`config.mk`:
```
export PLATFORM = sky130hd
export DESIGN_NAME = collision_ctrl
export DESIGN_NICKNAME = d
export VERILOG_FILES = /design/src/design/collision_ctrl.sv
export SDC_FILE = /design/constraint.sdc
export NUM_CORES = 1
export LEC_CHECK = 0
export BUFFER_PORTS_ARGS = -buffer_cell sky130_fd_sc_hd__buf_2
export CAP_MARGIN = 20
export CORE_AREA = 2 2 39 41
export CTS_CLUSTER_SIZE = 30
export DETAILED_ROUTE_END_ITERATION = 10
export DIE_AREA = 0 0 41 43
export PLACE_DENSITY = 0.3
export SYNTH_ARGS = -nofsm -noshare
export SYNTH_HDL_FRONTEND = slang
export SYNTH_SLANG_ARGS = --single-unit
```
`constraint.sdc`:
```
create_clock -name clk -period 0.88 [get_ports clk]
set_input_delay 0.088 -clock clk [delete_from_list [all_inputs] [get_ports clk]]
set_output_delay 0.088 -clock clk [all_outputs]
set_load 0.01 [all_outputs]
```
`src/design/collision_ctrl.sv`:
```
`timescale 1ns/100ps
`default_nettype none

module collision_ctrl (
    input  logic clk,
    input  logic reset,
    input  logic in_valid,
    input  logic out_ready,
    output logic in_ready,
    output logic load,
    output logic keep_a,
    output logic merge,
    output logic pass_b,
    output logic out_valid
);

    typedef enum logic [2:0] {
        idle,
        project_a,
        project_b,
        resolve,
        hold
    } state_t;

    state_t state;
    state_t state_next;

    always_ff @(posedge clk) begin
        if (reset) begin
            state <= idle;
        end else begin
            state <= state_next;
        end
    end

    always_comb begin
        state_next = state;
        case (state)
            idle: begin
                if (in_valid) state_next = project_a;
            end
            // Pass A extents register at the end of this state
            project_a: state_next = project_b;
            project_b: state_next = resolve;
            resolve:   state_next = hold;
            hold: begin
                if (out_ready) state_next = idle;
            end
            default:   state_next = idle;
        endcase
    end

    // One request in flight at a time
    assign in_ready = (state == idle);

    // Boxes are sampled on the accepting edge itself
    assign load = in_ready & in_valid;

    // Swap roles while pass A candidates are stored
    assign pass_b = (state == project_b);
    assign keep_a = (state == project_b);

    // Pass B extents are visible during resolve
    assign merge = (state == resolve);

    assign out_valid = (state == hold);

endmodule

`default_nettype wire

```
## Yosys cells after proc, flatten, opt, wreduce, memory -nomap -nowiden

Cells that the tools add are included.

| storage, ports and cells | value |
|---|---|
| flip-flop bits (word level) | 3 |
| bits of input ports | 4 |

| cells by class | value |
|---|---|
| muxes and demuxes | 3 |
| bitwise gates (word level) | 1 |
| reduce and logical (&&, ||, !) cells | 2 |
| equal/unequal tests | 6 |

Operators by type and width:

| cell | count |
|---|---|
| $pmux W3 S5 | 1 |
| $eq A3 B2 Y1 const B | 2 |
| $mux W3 | 2 |
| $ne A2 B2 Y1 const B | 2 |
| $eq A3 B1 Y1 const B | 1 |
| $eq A3 B3 Y1 const B | 1 |
| $logic_not A3 Y1 | 1 |
| $reduce_and A2 Y1 | 1 |
| $and A1 B1 Y1 | 1 |

## Logic depth before layout (Yosys ltp)

| logic depth | value |
|---|---|
| word-level depth | 3 |
| mapped depth | 2 |

## Least setup slack after synthesis

No wires, ideal clock.

| timing | value |
|---|---|
| kind | register to output |
| start | register state[1] |
| end | output pass_b |
| setup slack | -197 ps |
| path buffers | 1 |
| cell stages (with the launch flop) | 3 |
| data required time | 792 ps |
| arrival | 989 ps |
| cell sequence | dfxtp_1 nor3b_1 buf_4 |

| on the way | value |
|---|---|
| longest elaborated chain between the ends | 1 |

Ends and longest elaborated chain:

| item | line | source |
|---|---|---|
| start, declared | 25 | `state_t state;` |
| start signal, assigned | 30 | `state <= idle;` |
| start signal, assigned | 32 | `state <= state_next;` |
| $eq A3 B2 Y1 | -- |  |
| end, declared | 13 | `output logic pass_b,` |

No other way between the ends.

## Worst setup path in the final report

| timing | value |
|---|---|
| start | register state[2] |
| end | output load |

| on the way | value |
|---|---|
| longest elaborated chain between the ends | 2 |

Ends and longest elaborated chain:

| item | line | source |
|---|---|---|
| $logic_not A3 Y1 | 54 | `assign in_ready = (state == idle);` |
| $and A1 B1 Y1 | 57 | `assign load = in_ready & in_valid;` |
| end, declared | 10 | `output logic load,` |

No other way between the ends.

==> impl_metrics.toml <==
[critical_path]
crit_required_ns = 0.79
start_kind = "flip-flop"
cp-end-kind = "output pin"
crit_type = "reg2out"
cp_slowest_cell = "dfxtp_4"
worst_ep_arrival_time_ns = 1.01
path_buf_inv = 1
worstPathCellList = "nor3_4 -> and2_1 -> buf_2"
cp_top_family = "flip-flops"
cpPeakStageDelay_ns = 0.36
crit_fanout = 5

[final_layout]
seq_area_um2 = 71.32
area_growth_pct = 89.83
num_antenna_cells = 0
final.fill_count = 158
final_area_um2 = 280.3
drive_gt1_share_pct = 68.97
largest-register = "state"
multi_input_area_um2 = 100.1
largest_reg_flops = 3
layout.nets = 34
largest_registers = "state: 3 flops"

[synthesis]
muxShareOfSynthArea_pct = 0
yosysTopAreaCell = "dfxtp_1"
ys_warn_count = 0
synth_edf_count = 0
synth_nets = 20
synthXorXnorAreaFrac_pct = 5.932
yosysMostFrequentCell = "dfxtp_1"
synth_compound_area_share_pct = 5.932
synth_cells = 16
synth-simple-area-share_pct = 39.83
synth_fa_ha_area_share_pct = 0
async_flop_share_pct = 0
ys_ff_latch = 3
yosys-top-cells-area = "dfxtp_1, nor3b_2, nor3_1, a22o_1, and3b_1"
syn_area_um2 = 147.6
synth_top_area_share_pct = 40.68
synth_cell_types = 12
synth_common_cells = "dfxtp_1, nor2_1, nor3_1"
synth-seq-area-share_pct = 40.68
syn_avg_cell_area_um2 = 9.228
synth_top_family_by_area = "simple AND/OR/NAND/NOR gates"
synth_top_flop_cell = "dfxtp_1"

[grt]
grt_max_degree = 7
grt_overflow_total = 0
use_met2_pct = 8.125
grt_util_met3_pct = 4.712
grtUsageTotal_pct = 6.907
grt_pass1_wl_um = 676
grt_pass1_vias = 161
gr-usage-met1_pct = 6.051
top_usage_layer = "met4"
grt_antenna_before_repair = 0

[sta]
finalSetupViolations = 7
post-route-period-util_pct = 125.0
fin_tns_setup_ns = -1.020
setup_ws_ns = -0.2198
rsz0062_at_grt = "true"
whs_ns = 0.06377
max_clock_freq_mhz = 909.3
worstMarginPinSlew_ns = 0.1910
hold_viol_final = 0
drv_slew = 0
skew_ns = 0.001389
maxSlewHeadroom_pct = 87.15
finalCriticalPeriod_ns = 1.100

[cts]
cts_tree = "done"
cts_max_path_buffers = 2
cts_buffers = 3
clock_latency_ns = 0.23
clk_pin_slew_ns = 0.03
cts-root-buf = "clkbuf_4"
cts-htree-levels = 1
clock_sinks = 3

[detailed_routing]
ant_nets = 0
vias = 156
wl_um = 386
first_iter_violations = 2
drt_pass1_iterations = 3
vias_per_cell = 3.467
drcViolationCount = 0
wl_per_cell_um = 8.578

[die]
die_h_um = 43
initial_core_util_pct = 10.67
die_w_um = 41
core_area_mm2 = 0.001384
ios = 10
fp.dieArea_mm2 = 0.001763
num_rows = 14

[power_and_ir_drop]
peakVddDrop_mv = 0.5198
power_density_mw_per_mm2 = 1865
p_leak_nw = 0.1278
fin_total_pwr_mw = 0.5228

[placed_design]
place.gp.congestion = 0.6281
port_buffers = 9
dpl-instance-area_um2 = 229.0

[outcome]
violations = "negative setup slack"
outcome = "complete, but fails checks"

[hold_path]
holdCritPathClass = "in2reg"

[run]
maxCapViolCount = 0
==> kinds of logic after synthesis <==
kind of cell,count (synthesis)
AND/OR/NAND/NOR,9
AO/OA/AOI/OAI,1
XOR/XNOR,1
buffers and inverters,2
flip-flops,3
==> path summary, 6_finish.rpt <==
| kind | start | endpoint | slack, ns | cells after the start |
|---|---|---|---|---|
| worst max-delay path | state[2] | load | -0.22 | 3 |
| worst min-delay path | reset | state[0] | 0.06 | 2 |
| worst max register to register | state[2] | state[2] | -0.04 | 2 |
| worst min register to register | state[0] | state[0] | 0.50 | 1 |
==> cell type report <==
class                   count  area share [%]
multi-input cells          11           35.71
flip-flops and latches      3           25.45
repair buffers             10           20.98
clock buffers               4           9.375
well taps                  16           7.143
inverters                   1           1.339
==> what timing repair did <==
item,CTS,global route
setup buffers,1,0
pin swaps,3,1
gates resized for setup,3,1
endpoints found under the setup margin,7,8
hold buffers,0,0
==> cells in the final DEF, fill, tap and decap left out <==
cell type | Yosys | routed
clkbuf_1 | 0 | 1
nor3_4 | 0 | 1
clkbuf_4 | 0 | 3
nor3_1 | 2 | 1
nor4_1 | 1 | 1
and3b_2 | 0 | 1
and2_1 | 1 | 1
nor3b_2 | 1 | 1
dfxtp_4 | 0 | 3
buf_4 | 1 | 1
nor3b_4 | 0 | 1
buf_6 | 0 | 1
buf_2 | 0 | 8
xnor2_1 | 1 | 1
a22o_1 | 1 | 1
nor2_1 | 2 | 2
inv_1 | 1 | 1
==> metrics by stage <==
stage	setup slack, ns	util (%)	std cells
final	-0.2198	20.25	45
after global routing	-0.3010	20.25	45
after CTS	-0.2411	19.80	45
after detailed placement	-0.01704	16.55	40
after global placement	-0.01213	16.55	40
after floorplan	-0.02374	-	16
==> metal layers <==
layer	wire (um)	share of wire, %
met5	0	0
met2	164	42
met1	175	45
met4	19	4.9
met3	27	7.0
==> power breakdown <==
group	leakage (nW)	internal, mW	switching [mW]
registers	0.0267	0.150	0.0310
logic	0.0862	0.0638	0.0447
clock network	0.0150	0.169	0.0640
total	0.128	0.383	0.140
Power figures use the tool's default switching activity.
