===== config.mk =====
export PLATFORM = sky130hd
export DESIGN_NAME = axis_penetration
export DESIGN_NICKNAME = d
export VERILOG_FILES = /design/src/common/collision_pkg.sv /design/src/projection/axis_penetration.sv
export SDC_FILE = /design/constraint.sdc
export NUM_CORES = 1
export LEC_CHECK = 0
export BUFFER_PORTS_ARGS = -buffer_cell sky130_fd_sc_hd__buf_2
export CORE_AREA = 3 3 129 131
export DETAILED_ROUTE_END_ITERATION = 6
export DIE_AREA = 0 0 132 134
export PLACE_DENSITY = 0.71
export SYNTH_ARGS = -nofsm -noshare
export SYNTH_HDL_FRONTEND = slang
export SYNTH_SLANG_ARGS = --single-unit
export TNS_END_PERCENT = 10

===== constraint.sdc =====
create_clock -name vclk -period 6.37
set_input_delay 0.9555 -clock vclk [all_inputs]
set_output_delay 0.9555 -clock vclk [all_outputs]
set_load 0.01 [all_outputs]

===== src/common/collision_pkg.sv =====
`default_nettype none

package collision_pkg;

    // Field widths of the fixed-point formats
    localparam int POS_W   = 32;
    localparam int AXIS_W  = 16;
    localparam int POINT_W = 22;
    localparam int HALF_W  = 7;
    localparam int DOT_W   = 38;
    localparam int FIXED_W = 32;

    // Centre scaling before the corner offset is formed
    localparam int POS_SHIFT = 10;

    // Dot product down to the projected fixed format
    localparam int PROJ_SHIFT = 4;

    // Half sizes up to the projected fixed format
    localparam int HALF_SHIFT = 24;

    localparam int NUM_CORNERS = 4;

    // Box centre coordinate
    typedef logic signed [POS_W-1:0] pos_t;

    // Unit axis or normal component
    typedef logic signed [AXIS_W-1:0] axis_t;

    // Corner coordinate, also a centre once scaled down
    typedef logic signed [POINT_W-1:0] point_t;

    // Half width or half height
    typedef logic signed [HALF_W-1:0] half_t;

    // Full precision corner offset dotted with an axis
    typedef logic signed [DOT_W-1:0] dot_t;

    // Projected coordinate or penetration
    typedef logic signed [FIXED_W-1:0] fixed_t;

endpackage

`default_nettype wire


===== src/projection/axis_penetration.sv =====
`timescale 1ns/100ps
`default_nettype none

module axis_penetration (
    input  collision_pkg::fixed_t min_u,
    input  collision_pkg::fixed_t max_u,
    input  collision_pkg::fixed_t min_v,
    input  collision_pkg::fixed_t max_v,
    input  collision_pkg::half_t  ref_half_width,
    input  collision_pkg::half_t  ref_half_height,
    input  collision_pkg::axis_t  ref_u_x,
    input  collision_pkg::axis_t  ref_u_y,
    input  collision_pkg::axis_t  ref_v_x,
    input  collision_pkg::axis_t  ref_v_y,
    output collision_pkg::fixed_t pen_u,
    output collision_pkg::fixed_t pen_v,
    output collision_pkg::axis_t  norm_u_x,
    output collision_pkg::axis_t  norm_u_y,
    output collision_pkg::axis_t  norm_v_x,
    output collision_pkg::axis_t  norm_v_y
);
    import collision_pkg::*;

    // Half sizes in the projected format
    fixed_t half_w_fx;
    fixed_t half_h_fx;

    assign half_w_fx = fixed_t'(ref_half_width) <<< HALF_SHIFT;
    assign half_h_fx = fixed_t'(ref_half_height) <<< HALF_SHIFT;

    fixed_t pen_min_u;
    fixed_t pen_max_u;
    fixed_t pen_min_v;
    fixed_t pen_max_v;

    assign pen_min_u = half_w_fx - min_u;
    assign pen_max_u = max_u + half_w_fx;
    assign pen_min_v = half_h_fx - min_v;
    assign pen_max_v = max_v + half_h_fx;

    // Max side only wins when strictly shallower
    always_comb begin
        if (pen_max_u < pen_min_u) begin
            pen_u    = pen_max_u;
            norm_u_x = ref_u_x;
            norm_u_y = ref_u_y;
        end else begin
            pen_u    = pen_min_u;
            norm_u_x = axis_t'(-ref_u_x);
            norm_u_y = axis_t'(-ref_u_y);
        end
    end

    always_comb begin
        if (pen_max_v < pen_min_v) begin
            pen_v    = pen_max_v;
            norm_v_x = ref_v_x;
            norm_v_y = ref_v_y;
        end else begin
            pen_v    = pen_min_v;
            norm_v_x = axis_t'(-ref_v_x);
            norm_v_y = axis_t'(-ref_v_y);
        end
    end

endmodule

`default_nettype wire


=== Word-level counts from Yosys, hierarchy flattened ===
Cells that the tools add are included.

* Flip-flop bits (word level): 0
* Output and inout bits: 128
* Input port bits: 206
* Word-level logic and storage cells: 16

* Mux-type cells: 6
* Add/subtract/negate cells: 8
* Magnitude comparators: 2

{| class="wikitable"
|+ Operators with widths
! cell !! number
|-
| $add 32x31->32 || 2
|-
| $lt 32x32->1 || 2
|-
| $mux 16 || 4
|-
| $mux 32 || 2
|-
| $neg 16->16 || 4
|-
| $sub 31x32->32 || 2
|}

=== Logic depth before layout (Yosys ltp) ===
* Depth in word-level cells: 3
* Gate-level depth with buffers: 20
* Gate-level depth less buffers: 18

=== Worst setup path after synthesis ===
No wires, ideal clock.

* Path type: input to output
* Start: input port min_v[14]
* End: output port pen_v[11]
* Data required time: 5.414 ns
* Path slack: 0.985 ns
* Stages: 14
* Buffers on the path: 1
* Data arrival time: 4.429 ns
* Path through: or4_4 > and4bb_1 > a41oi_1 > o2bb2ai_2 > mux2i_1 > a221oi_1 > ha_1 > and4_1 > a221oi_2 > o21ai_2 > o21a_4 > nor2_4 > buf_4 > mux2i_1

* Word-level cells in the longest chain between the ends: 3

{| class="wikitable"
|+ Ends and longest elaborated chain
! item !! RTL line !! text
|-
| start, declared || axis_penetration.sv:7 || <nowiki>input collision_pkg::fixed_t min_v,</nowiki>
|-
| $sub 31x32->32 || axis_penetration.sv:38 || <nowiki>assign pen_min_v = half_h_fx - min_v;</nowiki>
|-
| $lt 32x32->1 || axis_penetration.sv:55 || <nowiki>if (pen_max_v < pen_min_v) begin</nowiki>
|-
| $mux 32 || axis_penetration.sv:55 ||
|-
| end, declared || axis_penetration.sv:16 || <nowiki>output collision_pkg::fixed_t pen_v,</nowiki>
|}

Every way passes these cells.

=== Worst setup path after layout ===
* Start: input port min_v[14]
* End: output port norm_v_x[13]

* Word-level cells in the longest chain between the ends: 3

{| class="wikitable"
|+ Ends and longest elaborated chain
! item !! RTL line !! text
|-
| $sub 31x32->32 || axis_penetration.sv:38 ||
|-
| $lt 32x32->1 || axis_penetration.sv:55 ||
|-
| $mux 16 || axis_penetration.sv:55 ||
|-
| end, declared || axis_penetration.sv:19 || <nowiki>output collision_pkg::axis_t norm_v_x,</nowiki>
|}

Every way passes these cells.

==> out/qor.yml <==
rows: 46
initial_core_util_pct: 37.4
path_max_fanout: 30
crit_type: "input port to output pin"
io_buffers: 334
slowest_stage: "or4_4"
ir_worst_vdd_v: 0.000169
synth_warnings: 0
syn_nets: 1108
worstPathCellList: "buf_2 -> or4_4 -> and4bb_1 -> a41oi_1 -> o2bb2ai_2 -> mux2i_1 -> a221oi_1 -> ha_1 -> and4_1 -> nand4_1 -> a211oi_4 -> o21a_4 -> buf_4 -> o21a_1 -> xor2_1 -> buf_2"
finalSetupTns_ns: 0
grt_pass1_wl_um: 31600
antenna_cells: 0
cts.hold.buffers_added: 0
drv_cap: 0
nClkBuffers: 0
overflow: 0
period_minus_slack_ns: 6.09
crit_arrival_ns: 5.13
syn_area_sq_mm: 0.00588
wl_per_cell_um: 15.0
slew_headroom_pct: 56.3
end_kind: "output pin"
hpwl_um: 18100
fmax_mhz: 164
place_inst: 1341
crit_family: "compound AO/OA/AOI/OAI gates"
cp_num_buf_inv: 3
mostFrequentLayoutCells: "buf_2 (334), ha_1 (96), inv_1 (94)"
max_stage_delay_ns: 0.54
tightest_slew_ns: 0.656
start_kind: "input port"
seq_cells: 0
grt_pass1_vias: 6614
rsz0062_at_grt: "no"
route.antenna.remaining_nets: 0
die_area_sq_mm: 0.0177
hold_violations: 0
seqCellArea_sq_um: 0
wirelength_um: 20200
setup_viol: 0
p_per_area_mw_per_mm2: 261
initialDrtViolationCount: 297
first_pass_iters: 7
core-area_sq_mm: 0.0157
yosys.cell_types.count: 72
drc: 0
layout_commonest_cell: "buf_2"
synth-seq-area-share_pct: 0
slew_violations: 0
cellLeakagePower_nw: 4.26
cp_common_cell: "buf_2"
gp_congestion: 0.913
track_usage_pct: 20.8
die-width_um: 132
ios: 334
syn_to_final_growth_pct: 33.4
via_per_inst: 5.19
antenna_found_initial: 3
min_period_over_period_pct: 95.5
min_path_type: "input port to output pin"
syn_avg_cell_area_sq_um: 7.31
syn_inst: 804
cp.required_ns: 5.41
vias: 6979
finalNonFillerCells: 1344
outcome: "finished clean"
fin_nets: 1434
grt_max_degree: 31
drive_gt1_share_pct: 33.5
die_h_um: 134
-- cells by family after synthesis --
| group | after synthesis | synth area share, % |
|---|---|---|
| buffers and inverters | 117 | 8.34 |
| and+or+nand+nor | 234 | 21.6 |
| AOI/OAI and AO/OA | 165 | 18.8 |
| muxes | 66 | 11.5 |
| adders and majority gates | 98 | 21.1 |
| xor gates and xnor gates | 124 | 18.6 |
-- cells in the mapped netlist (4+ instances only) --
master / n / area share (%)
a21o_1: 14 / 1.8
clkbuf_1: 6 / 0.38
buf_4: 7 / 0.89
mux2_2: 7 / 1.3
or3_1: 21 / 2.2
o21a_1: 10 / 1.3
a21boi_0: 10 / 1.3
mux2i_1: 58 / 9.9
and4_1: 4 / 0.60
nand2_1: 49 / 3.1
o21ai_0: 27 / 2.3
nand3_1: 10 / 0.85
nor4_1: 13 / 1.4
a21oi_1: 53 / 4.5
nor2_1: 52 / 3.3
xor2_1: 72 / 11
xnor2_1: 51 / 7.6
o31ai_1: 4 / 0.51
nor2b_1: 5 / 0.53
nor3_1: 29 / 2.5
buf_2: 7 / 0.60
nand4_1: 7 / 0.74
nand2b_1: 8 / 0.85
or4_1: 7 / 0.89
ha_1: 96 / 20
inv_1: 94 / 6.0
o21bai_1: 8 / 1.0
a221oi_1: 4 / 0.60
nand3b_1: 4 / 0.51
-- final cells by class --
class              instances  area [sq um]
well taps                216           270
multi-input cells        687          5410
fillers                 1589          7870
inverters                 94           353
repair buffers           347          1810
-- where the power goes --
part | total [W] | internal (W) | switching [W]
Combinational | 0.00205 | 0.000942 | 0.00111
Clock | 0 | 0 | 0
Sequential | 0 | 0 | 0
Total | 0.00205 | 0.000942 | 0.00111
-- final timing paths --
path / from / to / slack, ns / cells after the start
max: min_v[14] / norm_v_x[13] / 0.28 / 16
min: ref_u_y[0] / norm_u_y[0] / 2.13 / 2
-- metal layers --
metal | GRT usage (%) | vias up | share of wire (%)
li1 | - | 3519 | -
met1 | 24.7 | 3149 | 40
met2 | 39.3 | 260 | 50
met3 | 3.79 | 45 | 7.2
met4 | 3.73 | 6 | 2.4
met5 | 0 | - | 0.16
-- stage by stage --
stage	hold slack [ns]	instance area (sq um)	setup slack [ns]	power, W	util, %
floorplan	1.99	5880	0.985	0.00128	-
global placement	2.12	7790	0.310	0.00199	49.6
detailed placement	2.13	7790	0.255	0.00201	49.6
CTS	2.13	7790	0.216	0.00202	49.6
global route	2.14	7850	0.0276	0.00222	49.9
finish	2.13	7850	0.284	0.00205	49.9
-- timing repair --
item,4_1_cts,5_1_grt
endpoints found under the hold margin,0,0
gates resized for setup,0,4
setup buffers,0,3
endpoints found under the setup margin,0,43
No activity file was read; power rests on OpenSTA's default activity.
