File: src/common/collision_pkg.sv
`default_nettype none

package collision_pkg;

    // Field widths of the fixed-point formats
    localparam int POS_W   = 32;
    localparam int AXIS_W  = 16;
    localparam int POINT_W = 22;
    localparam int HALF_W  = 7;
    localparam int DOT_W   = 38;
    localparam int FIXED_W = 32;

    // Centre scaling before the corner offset is formed
    localparam int POS_SHIFT = 10;

    // Dot product down to the projected fixed format
    localparam int PROJ_SHIFT = 4;

    // Half sizes up to the projected fixed format
    localparam int HALF_SHIFT = 24;

    localparam int NUM_CORNERS = 4;

    // Box centre coordinate
    typedef logic signed [POS_W-1:0] pos_t;

    // Unit axis or normal component
    typedef logic signed [AXIS_W-1:0] axis_t;

    // Corner coordinate, also a centre once scaled down
    typedef logic signed [POINT_W-1:0] point_t;

    // Half width or half height
    typedef logic signed [HALF_W-1:0] half_t;

    // Full precision corner offset dotted with an axis
    typedef logic signed [DOT_W-1:0] dot_t;

    // Projected coordinate or penetration
    typedef logic signed [FIXED_W-1:0] fixed_t;

endpackage

`default_nettype wire

File: src/design/contact_select.sv
`timescale 1ns/100ps
`default_nettype none

module contact_select (
    input  logic                  clk,
    input  logic                  reset,
    input  logic                  keep_a,
    input  logic                  merge,
    input  collision_pkg::fixed_t pen_u,
    input  collision_pkg::fixed_t pen_v,
    input  collision_pkg::axis_t  norm_u_x,
    input  collision_pkg::axis_t  norm_u_y,
    input  collision_pkg::axis_t  norm_v_x,
    input  collision_pkg::axis_t  norm_v_y,
    output logic                  is_collision,
    output collision_pkg::fixed_t penetration,
    output collision_pkg::axis_t  normal_x,
    output collision_pkg::axis_t  normal_y
);
    import collision_pkg::*;

    // Pass A candidates, held until pass B arrives
    fixed_t a_pen_u;
    fixed_t a_pen_v;
    axis_t  a_nu_x;
    axis_t  a_nu_y;
    axis_t  a_nv_x;
    axis_t  a_nv_y;

    always_ff @(posedge clk) begin
        if (keep_a) begin
            a_pen_u <= pen_u;
            a_pen_v <= pen_v;
            a_nu_x  <= norm_u_x;
            a_nu_y  <= norm_u_y;
            a_nv_x  <= norm_v_x;
            a_nv_y  <= norm_v_y;
        end
    end

    fixed_t sel_pen_u;
    fixed_t sel_pen_v;
    fixed_t fin_pen;
    axis_t  sel_nu_x;
    axis_t  sel_nu_y;
    axis_t  sel_nv_x;
    axis_t  sel_nv_y;
    axis_t  fin_n_x;
    axis_t  fin_n_y;

    // Ties keep pass A, then keep u over v
    always_comb begin
        sel_pen_u = a_pen_u;
        sel_nu_x  = a_nu_x;
        sel_nu_y  = a_nu_y;
        if (pen_u < a_pen_u) begin
            sel_pen_u = pen_u;
            sel_nu_x  = norm_u_x;
            sel_nu_y  = norm_u_y;
        end

        sel_pen_v = a_pen_v;
        sel_nv_x  = a_nv_x;
        sel_nv_y  = a_nv_y;
        if (pen_v < a_pen_v) begin
            sel_pen_v = pen_v;
            sel_nv_x  = norm_v_x;
            sel_nv_y  = norm_v_y;
        end

        fin_pen = sel_pen_u;
        fin_n_x = sel_nu_x;
        fin_n_y = sel_nu_y;
        if (sel_pen_v < sel_pen_u) begin
            fin_pen = sel_pen_v;
            fin_n_x = sel_nv_x;
            fin_n_y = sel_nv_y;
        end
    end

    always_ff @(posedge clk) begin
        if (reset) begin
            is_collision <= 1'b0;
            penetration  <= '0;
            normal_x     <= '0;
            normal_y     <= '0;
        end else if (merge) begin
            // Non-negative overlap means the boxes touch
            is_collision <= ~fin_pen[FIXED_W-1];
            penetration  <= fin_pen;
            normal_x     <= fin_n_x;
            normal_y     <= fin_n_y;
        end
    end

endmodule

`default_nettype wire

File: config.mk
export PLATFORM = sky130hd
export DESIGN_NAME = contact_select
export DESIGN_NICKNAME = d
export VERILOG_FILES = /design/src/common/collision_pkg.sv /design/src/design/contact_select.sv
export SDC_FILE = /design/constraint.sdc
export NUM_CORES = 1
export LEC_CHECK = 0
export ABC_AREA = 0
export BUFFER_PORTS_ARGS = -buffer_cell sky130_fd_sc_hd__buf_2
export CAP_MARGIN = 20
export CORE_MARGIN = 2
export CORE_UTILIZATION = 56
export CTS_BUF_LIST = sky130_fd_sc_hd__clkbuf_8
export DETAILED_ROUTE_END_ITERATION = 16
export PLACE_DENSITY_LB_ADDON = 0.05
export SLEW_MARGIN = 30
export SYNTH_ARGS = -nofsm -noshare
export SYNTH_HDL_FRONTEND = slang
export SYNTH_SLANG_ARGS = --single-unit
File: constraint.sdc
create_clock -name clk -period 20.6 [get_ports clk]
set_input_delay 6.18 -clock clk [delete_from_list [all_inputs] [get_ports clk]]
set_output_delay 6.18 -clock clk [all_outputs]
set_load 0.05 [all_outputs]
-- Yosys cells after proc, flatten, opt, wreduce, memory -nomap -nowiden
Index checks and enable logic that the tools add are counted.
- word-level logic and storage cells: 23
- bits in registers: 193
- bitwise operators: 1
- magnitude comparators: 3
- muxes and demuxes: 9
- operators with widths (operator ; number):
    $lt A32 B32 Y1 ; 3
    $mux W16 ; 6
    $mux W32 ; 3
    $not A1 Y1 ; 1

-- Longest topological paths before layout
- word-level depth: 5
- mapped depth: 23
- depth with buffers taken out: 19

-- Worst setup path before layout
Ideal clock, no wire load.
- kind: input to register
- start point: input port pen_v[14]
- end point: register normal_x[6]
- required time: 20478 ps
- data arrival time: 10700 ps
- library setup time: 122 ps
- cell stages on the path: 20
- buffers on the path: 2
- setup slack: 9778 ps
- cells stage by stage: ha_1 -> and4_1 -> nand2_1 -> or4_1 -> a31o_1 -> and2_4 -> xnor2_4 -> buf_2 -> mux2_2 -> ha_1 -> and4_1 -> nand4_1 -> a2111oi_0 -> a221o_1 -> o32ai_1 -> a21o_1 -> a31oi_4 -> buf_6 -> nor3_1 -> a311o_1
- longest elaborated chain between the ends: 4
- elaborated cells on any way between the ends: 5
- classes of those cells: 2 x order compare; 3 x mux
- ends and longest elaborated chain (item ; line ; text):
    from (decl) ; contact_select.sv:10 ; input collision_pkg::fixed_t pen_v,
    $lt A32 B32 Y1 ; contact_select.sv:65 ; if (pen_v < a_pen_v) begin
    $mux W32 ; contact_select.sv:65 ;
    $lt A32 B32 Y1 ; contact_select.sv:74 ; if (sel_pen_v < sel_pen_u) begin
    $mux W16 (*) ; contact_select.sv:74 ;
    to (signal assigned) ; contact_select.sv:91 ; normal_x <= fin_n_x;
    to (decl) ; contact_select.sv:17 ; output collision_pkg::axis_t normal_x,
Mark *: on every way between the ends. The rest lies on a longest branch, timed or not.
A chain may end at the register's enable or synchronous reset.

-- Final worst setup path
- start point: input port pen_v[31]
- end point: register normal_y[1]
- longest elaborated chain between the ends: 4
- elaborated cells on any way between the ends: 5
- classes of those cells: 2 x order compare; 3 x mux
- ends and longest elaborated chain (item ; line ; text):
    $lt A32 B32 Y1 ; contact_select.sv:65 ;
    $mux W32 ; contact_select.sv:65 ;
    $lt A32 B32 Y1 ; contact_select.sv:74 ;
    $mux W16 (*) ; contact_select.sv:74 ;
    to (signal assigned) ; contact_select.sv:92 ; normal_y <= fin_n_y;
    to (decl) ; contact_select.sv:18 ; output collision_pkg::axis_t normal_y
Marks and branches as above.

==> flow_summary_export.csv <==
group,metric,value,unit
grt,grt_pass1_wl,40000,um
drt,post_drt_wl_per_cell,18.6,um
placement,numPortBuffers,196,
critical_path,crit_path_end_kind,"flip-flop",
clock_tree,clock_sinks,193,
pwr,p_switching,0.000527,W
sta,rsz0062_at_grt,"no",
logic_synthesis,netlist_instances,930,
placement,gp_congestion,0.867,
logic_synthesis,synth_top_area_share,34.8,%
pwr,switching_share,41.5,%
critical_path,rr_worst_depth,22,
cells_and_area,ff_latch_area,5140,um2
sta,fin_crit_sh,56.9,%
cells_and_area,area_growth,14.3,%
drt,ant_nets,0,
die,core,19400,um2
cells_and_area,multi_input_area,5370,um2
clock_tree,clock_path_buffers,2,
pwr,p_clk_share,20.0,%
logic_synthesis,synth_nets,1155,
pwr,p_per_area,101,nW/um2
flow_run,cap_violations,0,
sta,setup_viol,0,
critical_path,arrival,12.14,ns
run_status,status,"complete, no violations",
pwr,ir_worst_vdd,0.0540,mV
drt,vias,7904,
logic_synthesis,synth_edf_count,128,
clock_tree,tritoncts,"yes",
placement,placedCellCount,1346,
clock_tree,cts_resized,0,
grt,grt_max_degree,90,
logic_synthesis,synth_area,11000,um2
worst_hold_path,hold_depth,2,
worst_hold_path,worstHoldStart,"penetration[25]",
logic_synthesis,synthFlopType,"edfxtp_1",
clock_tree,root_buffer,"clkbuf_8",
clock_tree,clk_pin_slew_worst_paths,0.11,ns
critical_path,cp-start-kind,"input port",
clock_tree,holdBufCountCts,0,
clock_tree,cts_inserted_buffers,17,
placement,dp_hpwl,18000,um
pwr,leakage,5.29,nW
critical_path,startpoint,"pen_v[31]",
critical_path,critPathMaxFanout,67,
logic_synthesis,ys_seq_area_share,46.6,%
sta,slew_violations,0,
critical_path,rr_endpoint,"normal_y[1]",
logic_synthesis,synth_top_cell_by_area,"edfxtp_1",
sta,hold_viol_final,0,
die,fp-row-count,51,
die,die_width,144,um
drt,avgViaCountPerCell,5.72,
cells_and_area,final_cell_mix,"buf_2, edfxtp_1, ha_1",
critical_path,cp.required,21.02,ns
clock_tree,insertion_delay,0.49,ns
cells_and_area,drive_above_1_share,29.8,%
logic_synthesis,synth_area_leaders,"edfxtp_1, dfxtp_1, ha_1",
logic_synthesis,syn_area_per_cell,11.9,um2
drt,drt_iter0_markers,389,
logic_synthesis,async_flop_share,0,%
sta,worstMarginPinSlew,0.948,ns
pwr,p_int,0.000743,W
pwr,seq_power_share,39.3,%
die,io_pins,197,
die,die_area,20900,um2
grt,grt_pass1_vias,7701,
cells_and_area,nFillCells,1605,
cells_and_area,layout_commonest_cell,"buf_2",
grt,antenna_found_initial,3,
drt,drt-pass1-iter-count,7,
sta,fin_hold_ws,0.524,ns
critical_path,reg2reg_from,"a_pen_v[31]",
drt,wl,25700,um
drt,drc,0,
logic_synthesis,synth_seq_cells,193,
cells_and_area,stdcell_count,1382,
cells_and_area,fin_nets,1326,
grt,gr-usage-all-layers,24.9,%
die,initial_core_util,57.0,%
clock_tree,htreeDepth,4,
critical_path,path_class,"input port to flip-flop",
sta,relSlewSlack,36.8,%
worst_hold_path,hold_path.class,"flip-flop to flip-flop",
pwr,pwr-share-comb,40.7,%
clock_tree,cts_setup_buffers,0,
sta,finalClockSkew,0.0208,ns
critical_path,r2r_slack,14.30,ns
sta,fmax,0.0853,GHz
sta,fin_tns_setup,0,ns
grt,grt-ovfl-total,0,
worst_hold_path,min_to,"penetration[25]",
die,die_h,144,um
logic_synthesis,yosys_warnings,0,
logic_synthesis,ys_types,57,
sta,min_period,11.72,ns
[worst max-delay path: stages]
cell	delay [ns]
buf_2	0.11
ha_1	0.49
nand4_1	0.19
or2_2	0.32
nand3b_1	0.20
a31o_1	0.24
and2_4	0.20
xnor2_4	0.46
buf_4	0.72
mux2_2	0.45
ha_1	0.32
a211oi_1	0.24
nor2_1	0.10
nor4b_1	0.28
nand3_1	0.15
o32ai_1	0.24
a21o_1	0.20
a31oi_4	0.04
buf_4	0.26
buf_16	0.24
nor3_1	0.27
a311o_1	0.16
[routing by layer]
metal,part of all wire [%],global-route usage [%],vias up
li1,-,-,3893
met1,46,33.6,3804
met2,48,41.3,187
met3,5.0,4.93,20
met4,1.4,6.18,0
met5,0,0,-
[power groups by stage]
stage	Clock [W]	Sequential [W]	Combinational, W
CTS	0.000260	0.000499	0.000512
detailed placement	0	0.000508	0.000509
global placement	0	0.000507	0.000503
floorplan	0	0.000624	0.000287
finish	0.000254	0.000499	0.000517
global route	0.000273	0.000505	0.000561
[cell type report]
| cell class | instances | share of cell area, % |
|---|---|---|
| Antenna cell | 3 | 0.0594 |
| Clock buffer | 17 | 1.85 |
| Clock inverter | 15 | 1.41 |
| Inverter | 69 | 2.05 |
| Multi-Input combinational cell | 614 | 42.5 |
| Sequential cell | 193 | 40.7 |
| Tap cell | 265 | 2.63 |
| Timing Repair Buffer | 206 | 8.75 |
[metrics by stage]
stage	utilization, %	area (um2)	power (W)	setup slack, ns
after floorplan	-	11000	0.000912	9.78
after global placement	62.6	12200	0.00101	8.38
after detailed placement	62.8	12200	0.00102	8.26
after CTS	64.9	12600	0.00127	8.74
after global routing	65.1	12600	0.00134	8.49
final	65.1	12600	0.00127	8.88
[cells by family (layout without fill, tap and decap cells)]
family | count (synthesis) | after routing | share of synthesized area [%]
buf+inv | 123 | 307 | 5.02
flops | 193 | 193 | 46.6
compound gates | 152 | 152 | 12.8
other cells | 0 | 3 | 0
mux | 128 | 128 | 12.3
fa+ha+maj | 93 | 93 | 10.5
xor+xnor | 1 | 1 | 0.249
simple gates | 240 | 240 | 12.5
[how the worst max path moves through the flow]
stage | to
floorplan | normal_x[6]
global placement | normal_y[8]
detailed placement | normal_y[4]
CTS | normal_y[1]
global route | normal_y[0]
finish | normal_y[1]
[cell usage after synthesis, types with 2 or more instances]
library cell and n:
o211a_1 2, clkbuf_1 23, nor2_1 14, nand2b_1 34, nand2_1 53, o21ai_1 2, o211ai_1 3, nand4_1 11
o221ai_2 30, nand3_1 9, a221o_1 2, dfxtp_1 65, mux2_2 55, a311o_1 32, edfxtp_1 128, buf_2 14
or2_2 2, buf_6 10, o2111ai_1 3, and4_1 7, a211oi_1 7, nor2b_1 3, a21o_1 7, inv_1 69
and3_1 2, nor4_1 2, a2111oi_0 4, nor3b_1 33, o21a_1 8, mux2_1 9, nand3b_1 31, nor3_1 35
ha_1 93, a21oi_1 24, mux2i_1 64, a211o_1 3, o21ai_0 11, buf_1 7
[sequential cells by signal (all words and copies together) (netlist names)]
register      count
a_pen_v          32
a_nu_x           16
is_collision      1
normal_x         16
a_nv_x           16
a_nu_y           16
a_pen_u          32
penetration      32
a_nv_y           16
normal_y         16
Note: power is estimated with default switching activity, not from simulation.
